File: src/tracer_params.svh
`ifndef TRACER_PARAMS_SVH
`define TRACER_PARAMS_SVH

// Signed fixed-point format used by every datapath word
// Ten integer bits cover the map and the step distances; ten fraction bits give 1/1024 cells
`define FIX_INT 10
`define FIX_FRAC 10
`define FIX_W (`FIX_INT + `FIX_FRAC)

// The map is 2**MAP_BITS cells on each side
`define MAP_BITS 4

// Deflection of the first traced row, counted in camera plane vectors
// Half the visible height plus the back porch, less one row because results show a row late
`define ROW_START 272

// Hits nearer than one eighth of a cell would overflow the size and are traced past
`define MIN_DIST_FRAC (1 << (`FIX_FRAC - 3))

// Widths of the texture column and of the wall half-size
`define TEXU_BITS 6
`define SIZE_BITS 11

// Cycles from a reciprocal start to its done pulse
`define RCP_CYCLES (`FIX_W + 2)

`endif

File: src/fixedPointPkg.sv
`include "tracer_params.svh"

// Word types of the fixed-point datapath
package fixedPointPkg;

  // One signed word with FIX_FRAC fraction bits
  typedef logic signed [`FIX_W-1:0] fixWord_t;

  // Full product of two words
  // Its fraction is twice as wide, so the word-sized result sits FIX_FRAC bits up
  typedef logic signed [2*`FIX_W-1:0] fixProd_t;

  // The two fields of a word, integer part on top
  typedef struct packed {
    logic signed [`FIX_INT-1:0] intPart;
    logic [`FIX_FRAC-1:0]       fracPart;
  } fixParts_s;

  // One word seen two ways
  // For a map position the integer field is the cell index
  // and the fraction field is the offset inside that cell
  typedef union packed {
    fixWord_t  raw;
    fixParts_s parts;
  } fixView_u;

endpackage

File: src/tracerPkg.sv
`include "tracer_params.svh"

// Control and interface types of the wall tracer
package tracerPkg;

  // Walker states, in the order one row passes through them
  typedef enum logic [3:0] {
    // Step distance along X, the reciprocal of ray X
    StXStepReq  = 4'd0,
    StXStepWait = 4'd1,
    // Step distance along Y
    StYStepReq  = 4'd2,
    StYStepWait = 4'd3,
    // Initial track distances from the player's offset in the cell
    StTrackX    = 4'd4,
    StTrackY    = 4'd5,
    // Grid walk, one cell per cycle until a hit
    StDdaStep   = 4'd6,
    // Wall size from the reciprocal of the wall distance
    StSizeReq   = 4'd7,
    StSizeWait  = 4'd8,
    // Texture column from the hit point
    StTexU      = 4'd9,
    // Result ready, waiting for the line end
    StDone      = 4'd15
  } traceState_e;

  // Player view for one frame
  typedef struct packed {
    fixedPointPkg::fixWord_t playerX;
    fixedPointPkg::fixWord_t playerY;
    fixedPointPkg::fixWord_t facingX;
    fixedPointPkg::fixWord_t facingY;
    fixedPointPkg::fixWord_t planeX;
    fixedPointPkg::fixWord_t planeY;
  } camera_s;

  // One traced row as shown on the following line
  typedef struct packed {
    logic [1:0]              wallId;
    logic                    side;
    logic [`SIZE_BITS-1:0]   size;
    logic [`TEXU_BITS-1:0]   texU;
    // Perpendicular wall distance, the texture v addend
    fixedPointPkg::fixWord_t texA;
  } rowResult_s;

endpackage

File: src/rayStepper.sv
`timescale 1ns/1ps
`include "tracer_params.svh"

// Forms the ray direction of the row being traced
module rayStepper (
  input  logic                    clk,
  input  logic                    do_reset,
  input  logic                    i_vsync,
  input  fixedPointPkg::fixWord_t i_planeX,
  input  fixedPointPkg::fixWord_t i_planeY,
  input  fixedPointPkg::fixWord_t i_facingX,
  input  fixedPointPkg::fixWord_t i_facingY,
  input  logic                    i_rowAdvance,
  output fixedPointPkg::fixWord_t o_rayDirX,
  output fixedPointPkg::fixWord_t o_rayDirY
);

  // Deflection from the facing vector, kept in whole plane vectors per row
  // A fraction of the plane per row would lose too much precision,
  // so the full vector is accumulated and scaled down when the ray is formed
  fixedPointPkg::fixWord_t deflX;
  fixedPointPkg::fixWord_t deflY;

  // Deflection of the top row
  fixedPointPkg::fixWord_t firstDeflX;
  fixedPointPkg::fixWord_t firstDeflY;

  // The constant multiply reduces to two shifted adds
  assign firstDeflX = fixedPointPkg::fixWord_t'(-(i_planeX * `ROW_START));
  assign firstDeflY = fixedPointPkg::fixWord_t'(-(i_planeY * `ROW_START));

  always_ff @(posedge clk) begin
    if (do_reset || i_vsync) begin
      // Every frame starts again from the top row
      deflX <= firstDeflX;
      deflY <= firstDeflY;
    end else if (i_rowAdvance) begin
      // One row further down the screen
      deflX <= deflX + i_planeX;
      deflY <= deflY + i_planeY;
    end
  end

  // The shift by 8 brings the accumulated deflection back to plane scale
  // and so sets the field of view
  assign o_rayDirX = i_facingX + (deflX >>> 8);
  assign o_rayDirY = i_facingY + (deflY >>> 8);

endmodule

File: src/fixedReciprocal.sv
`timescale 1ns/1ps
`include "tracer_params.svh"

// Sequential reciprocal of the absolute input value
// The quotient 2**(2*FIX_FRAC) / |value| is built one bit per cycle
module fixedReciprocal (
  input  logic                    clk,
  input  logic                    do_reset,
  input  logic                    i_start,
  input  fixedPointPkg::fixWord_t i_value,
  output fixedPointPkg::fixWord_t o_recip,
  output logic                    o_done
);

  // One load cycle, FIX_W quotient bits, then the result cycle
  localparam int LastCount = `RCP_CYCLES - 2;
  localparam int CountBits = $clog2(LastCount + 1);
  localparam logic [CountBits-1:0] LastCountW = LastCount[CountBits-1:0];

  // Dividend bits above the FIX_W that are walked form the first remainder
  localparam logic [`FIX_W:0] InitRem = (`FIX_W + 1)'(1) << (2 * `FIX_FRAC - `FIX_W);

  // Any divisor up to this makes the quotient reach 2**(FIX_W-1)
  // Zero is caught by the same test
  localparam logic [`FIX_W-1:0] SatLimit = `FIX_W'(1) << (2 * `FIX_FRAC - `FIX_W + 1);

  // Largest positive word
  localparam fixedPointPkg::fixWord_t MaxPos = {1'b0, {(`FIX_W-1){1'b1}}};

  logic [`FIX_W-1:0]    absValue;
  logic [`FIX_W-1:0]    divisor;
  logic [`FIX_W:0]      remainder;
  logic [`FIX_W:0]      shiftedRem;
  logic                 fitBit;
  logic [`FIX_W-1:0]    quotient;
  logic                 saturate;
  logic                 busy;
  logic [CountBits-1:0] bitCount;

  // The most negative word maps onto 2**(FIX_W-1), which still fits unsigned
  assign absValue = i_value[`FIX_W-1] ? -i_value : i_value;

  // Remaining dividend bits are all zero, so each step only shifts a zero in
  assign shiftedRem = {remainder[`FIX_W-1:0], 1'b0};
  assign fitBit = shiftedRem >= {1'b0, divisor};

  // Sequencing and the done pulse
  always_ff @(posedge clk) begin
    if (do_reset) begin
      busy     <= 1'b0;
      bitCount <= '0;
      o_done   <= 1'b0;
    end else begin
      o_done <= 1'b0;
      if (i_start) begin
        // A new start abandons any division in flight
        busy     <= 1'b1;
        bitCount <= '0;
      end else if (busy) begin
        if (bitCount == LastCountW) begin
          busy   <= 1'b0;
          o_done <= 1'b1;
        end else begin
          bitCount <= bitCount + 1'b1;
        end
      end
    end
  end

  // Restoring division datapath
  always_ff @(posedge clk) begin
    if (i_start) begin
      divisor   <= absValue;
      saturate  <= absValue <= SatLimit;
      remainder <= InitRem;
      quotient  <= '0;
    end else if (busy) begin
      if (bitCount == LastCountW) begin
        // Output stays put until the next division ends
        o_recip <= saturate ? MaxPos : quotient;
      end else begin
        remainder <= fitBit ? shiftedRem - {1'b0, divisor} : shiftedRem;
        quotient  <= {quotient[`FIX_W-2:0], fitBit};
      end
    end
  end

endmodule

File: src/gridWalker.sv
`timescale 1ns/1ps
`include "tracer_params.svh"

// Traces one ray per row through the map grid and holds the row result
module gridWalker (
  input  logic                    clk,
  input  logic                    do_reset,
  input  logic                    i_vsync,
  input  logic                    i_hmax,
  input  fixedPointPkg::fixWord_t i_playerX,
  input  fixedPointPkg::fixWord_t i_playerY,
  input  fixedPointPkg::fixWord_t i_rayDirX,
  input  fixedPointPkg::fixWord_t i_rayDirY,
  output logic                    o_rcpStart,
  output fixedPointPkg::fixWord_t o_rcpIn,
  input  fixedPointPkg::fixWord_t i_rcpOut,
  input  logic                    i_rcpDone,
  output logic [`MAP_BITS-1:0]    o_mapCol,
  output logic [`MAP_BITS-1:0]    o_mapRow,
  input  logic [1:0]              i_mapVal,
  output logic                    o_rowAdvance,
  output tracerPkg::rowResult_s   o_result,
  output logic                    o_rowPresent
);

  localparam fixedPointPkg::fixWord_t OneFix = 1 << `FIX_FRAC;
  localparam fixedPointPkg::fixWord_t MinDist = `MIN_DIST_FRAC;

  tracerPkg::traceState_e state;

  // Player position split into cell and offset
  fixedPointPkg::fixView_u posX;
  fixedPointPkg::fixView_u posY;
  fixedPointPkg::fixWord_t fracWordX;
  fixedPointPkg::fixWord_t fracWordY;
  // Part of a cell crossed before the first grid line
  fixedPointPkg::fixWord_t partialX;
  fixedPointPkg::fixWord_t partialY;
  logic                    rayPosX;
  logic                    rayPosY;

  fixedPointPkg::fixWord_t stepDistX;
  fixedPointPkg::fixWord_t stepDistY;
  // Track distances are unsigned so that a saturated step that wraps still compares as far away
  logic [`FIX_W-1:0]       trackDistX;
  logic [`FIX_W-1:0]       trackDistY;
  fixedPointPkg::fixWord_t wallDist;
  logic signed [`FIX_INT-1:0] mapX;
  logic signed [`FIX_INT-1:0] mapY;
  logic                    side;
  logic [1:0]              wallId;
  logic [`SIZE_BITS-1:0]   sizeReg;
  logic [`TEXU_BITS-1:0]   texU;

  // The one multiplier and what is derived from it
  fixedPointPkg::fixWord_t mulA;
  fixedPointPkg::fixWord_t mulB;
  fixedPointPkg::fixProd_t mulOut;
  fixedPointPkg::fixWord_t mulMid;
  fixedPointPkg::fixWord_t wallPartial;
  logic                    texMirror;
  logic                    needStepX;
  logic                    ownCell;
  logic                    isHit;

  assign posX.raw = i_playerX;
  assign posY.raw = i_playerY;
  assign fracWordX = {{`FIX_INT{1'b0}}, posX.parts.fracPart};
  assign fracWordY = {{`FIX_INT{1'b0}}, posY.parts.fracPart};

  assign rayPosX = i_rayDirX > 0;
  assign rayPosY = i_rayDirY > 0;

  // Walking up, the first line is the far edge of the cell; walking down it is the near one
  assign partialX = rayPosX ? OneFix - fracWordX : fracWordX;
  assign partialY = rayPosY ? OneFix - fracWordY : fracWordY;

  // Multiplier operands follow the state that takes the product
  always_comb begin
    case (state)
      tracerPkg::StTrackX: begin
        mulA = stepDistX;
        mulB = partialX;
      end
      tracerPkg::StTrackY: begin
        mulA = stepDistY;
        mulB = partialY;
      end
      default: begin
        // Hit point along the wall, used in StTexU
        mulA = side ? i_rayDirX : i_rayDirY;
        mulB = wallDist;
      end
    endcase
  end

  assign mulOut = mulA * mulB;
  assign mulMid = mulOut[`FIX_W+`FIX_FRAC-1:`FIX_FRAC];

  // Reciprocal source, held from the request until the divider has sampled it
  always_comb begin
    case (state)
      tracerPkg::StXStepReq,
      tracerPkg::StXStepWait: o_rcpIn = i_rayDirX;
      tracerPkg::StYStepReq,
      tracerPkg::StYStepWait: o_rcpIn = i_rayDirY;
      default:                o_rcpIn = wallDist;
    endcase
  end

  assign o_mapCol = mapX[`MAP_BITS-1:0];
  assign o_mapRow = mapY[`MAP_BITS-1:0];

  assign needStepX = trackDistX < trackDistY;
  assign ownCell = (mapX == posX.parts.intPart) && (mapY == posY.parts.intPart);
  assign isHit = (i_mapVal != 2'd0) && (wallDist >= MinDist) && !ownCell;

  // Position along the wall face, its fraction picks the texture column
  assign wallPartial = mulMid + (side ? i_playerX : i_playerY);
  // Faces seen from the far side would show the texture mirrored
  assign texMirror = side ? rayPosY : ~rayPosX;

  always_ff @(posedge clk) begin
    if (do_reset || i_vsync) begin
      state        <= tracerPkg::StXStepReq;
      o_rcpStart   <= 1'b0;
      o_rowAdvance <= 1'b0;
      o_rowPresent <= 1'b0;
      o_result     <= '0;
    end else begin
      o_rcpStart   <= 1'b0;
      o_rowAdvance <= 1'b0;
      o_rowPresent <= 1'b0;
      case (state)
        tracerPkg::StXStepReq: begin
          // Start lands a cycle later, after the stepper has taken the new row
          o_rcpStart <= 1'b1;
          state      <= tracerPkg::StXStepWait;
        end
        tracerPkg::StXStepWait: begin
          if (i_rcpDone) begin
            stepDistX <= i_rcpOut;
            state     <= tracerPkg::StYStepReq;
          end
        end
        tracerPkg::StYStepReq: begin
          o_rcpStart <= 1'b1;
          state      <= tracerPkg::StYStepWait;
        end
        tracerPkg::StYStepWait: begin
          if (i_rcpDone) begin
            stepDistY <= i_rcpOut;
            state     <= tracerPkg::StTrackX;
          end
        end
        tracerPkg::StTrackX: begin
          trackDistX <= mulMid;
          // The walk begins in the player's own cell
          mapX       <= posX.parts.intPart;
          mapY       <= posY.parts.intPart;
          state      <= tracerPkg::StTrackY;
        end
        tracerPkg::StTrackY: begin
          trackDistY <= mulMid;
          state      <= tracerPkg::StDdaStep;
        end
        tracerPkg::StDdaStep: begin
          if (isHit) begin
            wallId <= i_mapVal;
            state  <= tracerPkg::StSizeReq;
          end else if (needStepX) begin
            // Cross the nearer grid line
            mapX       <= rayPosX ? mapX + 1'b1 : mapX - 1'b1;
            trackDistX <= trackDistX + stepDistX;
            wallDist   <= trackDistX;
            side       <= 1'b0;
          end else begin
            mapY       <= rayPosY ? mapY + 1'b1 : mapY - 1'b1;
            trackDistY <= trackDistY + stepDistY;
            wallDist   <= trackDistY;
            side       <= 1'b1;
          end
        end
        tracerPkg::StSizeReq: begin
          o_rcpStart <= 1'b1;
          state      <= tracerPkg::StSizeWait;
        end
        tracerPkg::StSizeWait: begin
          if (i_rcpDone) begin
            // 256 / distance, so a wall one cell away is 256 rows half-high
            sizeReg <= i_rcpOut[`FIX_FRAC-8 +: `SIZE_BITS];
            state   <= tracerPkg::StTexU;
          end
        end
        tracerPkg::StTexU: begin
          texU  <= wallPartial[`FIX_FRAC-1 -: `TEXU_BITS] ^ {`TEXU_BITS{texMirror}};
          state <= tracerPkg::StDone;
        end
        tracerPkg::StDone: begin
          // The line end is the only way out, anything earlier is ignored
          if (i_hmax) begin
            o_result.wallId <= wallId;
            o_result.side   <= side;
            o_result.size   <= sizeReg;
            o_result.texU   <= texU;
            o_result.texA   <= wallDist;
            o_rowPresent    <= 1'b1;
            o_rowAdvance    <= 1'b1;
            state           <= tracerPkg::StXStepReq;
          end
        end
        default: begin
          state <= tracerPkg::StXStepReq;
        end
      endcase
    end
  end

endmodule

File: src/wallTracer.sv
`timescale 1ns/1ps
`include "tracer_params.svh"

// Row-by-row wall tracer
// The ray stepper aims each row, the walker traces it with the shared divider
module wallTracer (
  input  logic                  clk,
  input  logic                  do_reset,
  input  logic                  i_vsync,
  input  logic                  i_hmax,
  input  tracerPkg::camera_s    i_camera,
  input  logic [1:0]            i_mapVal,
  output logic [`MAP_BITS-1:0]  o_mapCol,
  output logic [`MAP_BITS-1:0]  o_mapRow,
  output tracerPkg::rowResult_s o_result,
  output logic                  o_rowPresent
);

  fixedPointPkg::fixWord_t rayDirX;
  fixedPointPkg::fixWord_t rayDirY;
  logic                    rowAdvance;
  logic                    rcpStart;
  fixedPointPkg::fixWord_t rcpIn;
  fixedPointPkg::fixWord_t rcpOut;
  logic                    rcpDone;
  logic                    divReset;

  // A division left over from before vsync must not end inside the new frame
  assign divReset = do_reset || i_vsync;

  rayStepper stepper (
    .clk          (clk),
    .do_reset     (do_reset),
    .i_vsync      (i_vsync),
    .i_planeX     (i_camera.planeX),
    .i_planeY     (i_camera.planeY),
    .i_facingX    (i_camera.facingX),
    .i_facingY    (i_camera.facingY),
    .i_rowAdvance (rowAdvance),
    .o_rayDirX    (rayDirX),
    .o_rayDirY    (rayDirY)
  );

  fixedReciprocal reciprocal (
    .clk      (clk),
    .do_reset (divReset),
    .i_start  (rcpStart),
    .i_value  (rcpIn),
    .o_recip  (rcpOut),
    .o_done   (rcpDone)
  );

  gridWalker walker (
    .clk          (clk),
    .do_reset     (do_reset),
    .i_vsync      (i_vsync),
    .i_hmax       (i_hmax),
    .i_playerX    (i_camera.playerX),
    .i_playerY    (i_camera.playerY),
    .i_rayDirX    (rayDirX),
    .i_rayDirY    (rayDirY),
    .o_rcpStart   (rcpStart),
    .o_rcpIn      (rcpIn),
    .i_rcpOut     (rcpOut),
    .i_rcpDone    (rcpDone),
    .o_mapCol     (o_mapCol),
    .o_mapRow     (o_mapRow),
    .i_mapVal     (i_mapVal),
    .o_rowAdvance (rowAdvance),
    .o_result     (o_result),
    .o_rowPresent (o_rowPresent)
  );

endmodule

File: config.mk
export PLATFORM = sky130hd
export DESIGN_NAME = wallTracer
export DESIGN_NICKNAME = d
export VERILOG_FILES = /design/src/fixedPointPkg.sv /design/src/tracerPkg.sv /design/src/rayStepper.sv /design/src/fixedReciprocal.sv /design/src/gridWalker.sv /design/src/wallTracer.sv
export VERILOG_INCLUDE_DIRS = /design/src
export SDC_FILE = /design/constraint.sdc
export NUM_CORES = 2
export LEC_CHECK = 0
export BUFFER_PORTS_ARGS = -buffer_cell sky130_fd_sc_hd__buf_2
export CORE_MARGIN = 8
export CORE_UTILIZATION = 55
export CTS_CLUSTER_SIZE = 28
export DETAILED_ROUTE_END_ITERATION = 8
export GPL_ROUTABILITY_DRIVEN = 0
export PLACE_DENSITY = 0.8
export SLEW_MARGIN = 20
export SYNTH_ARGS = -nofsm -noshare
export SYNTH_HDL_FRONTEND = slang
export SYNTH_SLANG_ARGS = --single-unit
File: constraint.sdc
create_clock -name clk -period 31.6 [get_ports clk]
set_input_delay 0 -clock clk [delete_from_list [all_inputs] [get_ports clk]]
set_output_delay 0 -clock clk [all_outputs]
set_load 0.03 [all_outputs]
[Yosys cells after proc, flatten, opt, wreduce, memory -nomap -nowiden]
Cells that the tools add are included.
Word-level totals
  word-level logic and storage cells: 156
  bits in registers: 314
Operators by class
  add/subtract/negate cells: 18
  multiplexer cells: 42
  order comparisons: 6
  multiply operators: 3
  bitwise operators: 8
  eq/ne operators: 21
  reductions and logical operators: 29
Operator list (count)
  $mux 20: 14
  $pmux 20 s2: 5
  $add 20x20->20: 4
  $mux 10: 7
  $neg 20->20: 3
  $pmux 4 s11: 1
  $add 20x12->20: 2
  $gt 20x1->1 const B: 2
  $mul 20x6->16 const B: 2
  $pmux 10 s2: 2
  $mul 20x20->30: 1
  $sub 11x10->12 const A: 2
  $ge 21x20->1: 1
  $add 10x1->10 const B: 2
  $eq 10x10->1: 2
  $ge 20x9->1 const B: 1
  $le 20x2->1 const B: 1
  $lt 20x20->1: 1
  $mux 4: 5
  $sub 10x1->10 const B: 2
  $sub 20x20->20: 1
  $reduce_and 3->1: 6
  $eq 4x3->1 const B: 4
  $eq 4x4->1 const B: 3
  20 further kinds: 53

[Longest topological paths before layout]
  depth in word-level cells: 7
  mapped depth: 47
  depth with buffers taken out: 46

[By module]
A second synthesis with hierarchy kept.
Second synthesis, totals
  cell total of the unflattened synthesis: 3930
  area total of the unflattened synthesis: 35370.2 µm²
Modules (own cells, without submodules)
  gridWalker: seq. area each 5124.9 µm², area an instance 23665.2 µm², cells an instance 2618, times used 1
  rayStepper: seq. area each 1201.2 µm², area an instance 6924.1 µm², cells an instance 826, times used 1
  fixedReciprocal: seq. area each 2172.1 µm², area an instance 4774.6 µm², cells an instance 485, times used 1
  wallTracer: seq. area each 0.0 µm², area an instance 6.3 µm², cells an instance 1, times used 1

[Worst setup path after synthesis]
No wires, ideal clock.
  path type: reg-to-reg
  start point: reg stepper.deflX[8]
  end point: reg walker.texU[5], data pin
  arrival time: 9.857 ns
  clock period less this slack: 10.116 ns
  path buffers: 2
  setup slack: 21.484 ns
  setup time: 0.260 ns
  data required time: 31.340 ns
  cell stages (with the launch flop): 44
  cell sequence: edfxtp_1 -> ha_1 -> inv_1 -> fa_1 -> nor2b_1 -> o31a_1 -> o21a_1 -> or3_4 -> a2111oi_2 -> and4_1 -> a31o_4 -> buf_2 -> a21oi_1 -> xnor2_1 -> o22ai_1 -> nand2_1 -> nand2_1 -> clkbuf_1 -> [8 not listed] -> ha_1 -> fa_1 -> fa_1 -> ha_1 -> nand2_1 -> nand2_1 -> o41ai_4 -> o21bai_1 -> a21oi_1 -> xor2_1 -> inv_1 -> ha_1 -> a21oi_1 -> nor2b_1 -> a311o_1 -> a31oi_1 -> o21ai_1 -> xnor2_1
On the way
  longest elaborated chain between the ends: 7
  elaborated cells on any way between the ends: 11
  classes of those cells: 2 x add/sub; 1 x mul; 1 x order compare; 5 x mux; 2 x bitwise
RTL lines
  start, declared: RTL line rayStepper.sv:21  | fixedPointPkg::fixWord_t deflX;
  start signal, assigned: RTL line rayStepper.sv:35  | deflX <= firstDeflX;
  start signal, assigned: RTL line rayStepper.sv:39  | deflX <= deflX + i_planeX;
  $add 20x12->20 *: RTL line rayStepper.sv:46  | assign o_rayDirX = i_facingX + (deflX >>> 8);
  $gt 20x1->1: RTL line gridWalker.sv:71  | assign rayPosX = i_rayDirX > 0;
  $mux 20: RTL line gridWalker.sv:75  | assign partialX = rayPosX ? OneFix - fracWordX : fracWordX;
  $pmux 20 s2: RTL line gridWalker.sv:80  | case (state)
  $mul 20x20->30: RTL line gridWalker.sv:97  | assign mulOut = mulA * mulB;
  $add 10x10->10: RTL line gridWalker.sv:119  | assign wallPartial = mulMid + (side ? i_playerX : i_playerY);
  $xor 6x6->6 *: RTL line gridWalker.sv:196  | texU <= wallPartial[`FIX_FRAC-1 -: `TEXU_BITS] ^ {`TEXU_BITS{texMirror}};
  end signal, assigned: RTL line gridWalker.sv:196
  end, declared: RTL line gridWalker.sv:53  | logic [`TEXU_BITS-1:0] texU;
Every way passes the cells marked *; elsewhere a longest branch is shown, timed or not.
A chain may end at the register's enable or synchronous reset.

[Final worst setup path]
  start point: reg stepper.deflY[8]
  end point: reg walker.texU[4], data pin
On the way
  longest elaborated chain between the ends: 7
  elaborated cells on any way between the ends: 10
  classes of those cells: 2 x add/sub; 1 x mul; 1 x order compare; 5 x mux; 1 x bitwise
RTL lines
  start, declared: RTL line rayStepper.sv:22  | fixedPointPkg::fixWord_t deflY;
  start signal, assigned: RTL line rayStepper.sv:36  | deflY <= firstDeflY;
  start signal, assigned: RTL line rayStepper.sv:40  | deflY <= deflY + i_planeY;
  $add 20x12->20 *: RTL line rayStepper.sv:47  | assign o_rayDirY = i_facingY + (deflY >>> 8);
  $gt 20x1->1: RTL line gridWalker.sv:72  | assign rayPosY = i_rayDirY > 0;
  $mux 20: RTL line gridWalker.sv:76  | assign partialY = rayPosY ? OneFix - fracWordY : fracWordY;
  $pmux 20 s2: RTL line gridWalker.sv:80
  $mul 20x20->30: RTL line gridWalker.sv:97
  $add 10x10->10: RTL line gridWalker.sv:119
  $xor 6x6->6 *: RTL line gridWalker.sv:196
Marks and branches as above.

==> out/qor.txt <==
Fin crit period: 11.79 ns
Die area: 71300 sq um
Critical path startpoint category: flip-flop
Setup crit end kind: flip-flop
CP max FO: 20
Largest net degree at the start of global routing: 80
Core ar.: 62600 sq um
Busiest grt layer: met2
Post-synth top flop: edfxtp_1
Fmax: 84.8 MHz
Area leader, netlist: edfxtp_1
Most common cell in the netlist: nand2_1
Gate Count Post-Synth: 3852
Synthesized area: 34600 sq um
Vias: 29300
Final antenna-violating net count: 0
CP most frequent cell: fa_1
Fraction of registers with async set/reset: 0%
Die H: 267 um
RSZ-0062 raised after global routing: false
Ys Warns: 0
First-iteration detailed-routing DRC count: 3038
Synth unique cells: 94
IO Pins: 175
Final setup viols: 0
Worst slew margin: 25.4%
CTS tree: yes
CTS sink cnt: 314
Worst hold stages: 5
Met3 Usage GRT: 7.66%
Die Wd: 267 um
Routed WL: 105 mm
Status: finished, violations left
CP max-delay cell: o21a_1
Setup TNS: 0 ns
Hold Startpoint: i_camera[1]
Post-CTS resize count: 0
Fraction of final layout cells with drive strength greater than 1: 9.28%
Mean Syn Cell Area: 8.99 sq um
Layout Nets: 4787
Post-CTS Hold Buffers: 40
Largest delay share family, worst path: adder cells
Vias per Instance: 6.00
FF-to-FF path depth: 42
Tot GR Track Use: 29.2%
Root buffer cell: clkbuf_16
Kind of critical path: reg2reg
Synth area leaders: edfxtp_1, fa_1, ha_1
Critical path arrival: 12.12 ns
Crit-path max cell delay: 0.65 ns
DR DRC count: 3
Final hold violations: 0
Worst hold path type: in2reg
Initial antenna violation count: 14
# port buffers: 174
#FFs+latches synth: 314
Worst-Margin Slew: 1.12 ns
Failing checks: DRC
# Post-CTS Setup Buffers: 0
Crit path required time: 31.93 ns
Post-synth EDFFs: 221
Global-route wire length before repair: 163 mm
Wire per inst: 21.5 um
Core Util, Final: 61.0%
Initial core utilization: 55.3%
Area added between synthesis and finish: 10.2%
Clock-pin slew on the worst setup and hold paths: 0.06 ns
Top cell type's share of synthesized area: 19.2%
Register-to-Register Setup Slack: 19.81 ns
Max-cap check violation count: 0
Final Slew Violations: 0
Worst skew pair latency: 0.59 ns
WHS Endpoint: stepper.deflY[5]
Reg-to-reg startpoint: stepper.deflY[8]
First drt pass iteration count: 8
Grt ovf: 0
Final period util: 37.3%
Worst Skew: 0.0358 ns
Syn Nets: 4635
Crit path buf inv count: 6
Sequential fraction of the synthesis area: 24.5%
Row cnt: 92
Number of global-route vias before repair: 29200
Clk buf depth: 3
Met2 Use GR: 45.1%
Total CTS buffers: 36
Post-DP HPWL: 82.5 mm
Leading cell types by count after synthesis: nand2_1, inv_1, ha_1
Met1 usage in global routing: 37.2%
H-tree depth: 2
Reg-to-Reg End: walker.texU[4]
## cells in the final DEF, fill, tap and decap left out, types with 77 or more instances in the layout
master and instances:
xnor2_1 170, fa_1 320, o21ai_0 205, inv_1 459, ha_1 337, edfxtp_1 221
nand2_1 478, a21o_1 77, buf_2 174, dfxtp_1 93, xor2_1 89, a21oi_1 215
nor2_1 303
## worst max-delay path by stage
stage | startpoint | endpoint | slack, ns | cells after the start
3_5_place_dp | stepper.deflY[8] | walker.texU[4] | 19.98 | 42
4_1_cts | stepper.deflY[8] | walker.texU[4] | 19.97 | 42
3_3_place_gp | stepper.deflY[8] | walker.texU[5] | 20.24 | 42
2_1_floorplan | stepper.deflX[8] | walker.texU[5] | 21.48 | 43
5_1_grt | stepper.deflY[8] | walker.texU[4] | 19.04 | 44
6_report | stepper.deflY[8] | walker.texU[4] | 19.81 | 42
## layer usage
| metal | vias to the layer above | routed length, um |
|---|---|---|
| met1 | 14000 | 40300 |
| met4 | 4 | 6930 |
| li1 | 13300 | - |
| met3 | 397 | 12100 |
| met5 | - | 23 |
| met2 | 1595 | 45600 |
## logic make-up (layout without fill, tap and decap cells)
| group | after synthesis | in the layout | share of synthesized area, % |
|---|---|---|---|
| AND/OR/NAND/NOR | 1178 | 1178 | 15.5 |
| buffers and inverters | 610 | 790 | 6.71 |
| flip-flops | 314 | 314 | 24.5 |
| AO/OA/AOI/OAI | 768 | 768 | 14.0 |
| adder cells (fa/ha/maj) | 657 | 657 | 30.7 |
| other | 0 | 11 | 0 |
| XOR/XNOR | 261 | 261 | 6.68 |
| multiplexers | 64 | 64 | 1.92 |
## area by class of cell
class / instances / area (sq um)
Fill cell: 5157 / 24400
Multi-Input combinational cell: 2928 / 23900
Sequential cell: 314 / 8500
Inverter: 463 / 1740
Timing Repair Buffer: 261 / 1620
Tap cell: 846 / 1060
Clock buffer: 40 / 968
Clock inverter: 26 / 372
Antenna cell: 11 / 27.5
## metrics by stage
| step | hold WS (ns) | cells | worst slack [ns] | instance area [sq um] |
|---|---|---|---|---|
| final | 0.0362 | 4889 | 19.81 | 38200 |
| after global routing | 0.0845 | 4883 | 19.04 | 38200 |
| after CTS | 0.0202 | 4878 | 19.97 | 38200 |
| after detailed placement | 0.195 | 4772 | 19.98 | 36400 |
| after global placement | 0.191 | 4772 | 20.24 | 36400 |
| after floorplan | 0.0989 | 3852 | 21.48 | 34600 |
## sequential cells by signal, indices dropped and copies added, names as in the netlist, 10 cells and up
| name | cells |
|---|---|
| reciprocal.o_recip | 20 |
| walker.trackDistY | 20 |
| walker.stepDistX | 20 |
| reciprocal.divisor | 20 |
| walker.stepDistY | 20 |
| stepper.deflX | 20 |
| reciprocal.quotient | 20 |
| walker.sizeReg | 11 |
| walker.mapX | 10 |
| walker.o_result | 40 |
| walker.trackDistX | 20 |
| stepper.deflY | 20 |
| reciprocal.remainder | 20 |
| walker.wallDist | 20 |
| walker.mapY | 10 |
## worst register-to-register path: cells and delay by family (launching register included)
kind	cells	cell delay [ns]
xor+xnor	3	0.52
flops	1	0.38
simple gates	9	1.53
compound gates	13	3.83
buf+inv	6	0.62
fa+ha+maj	11	4.66
Power is not shown: default switching activity piles up to over one toggle a cycle in this logic, so the estimate is an artifact.
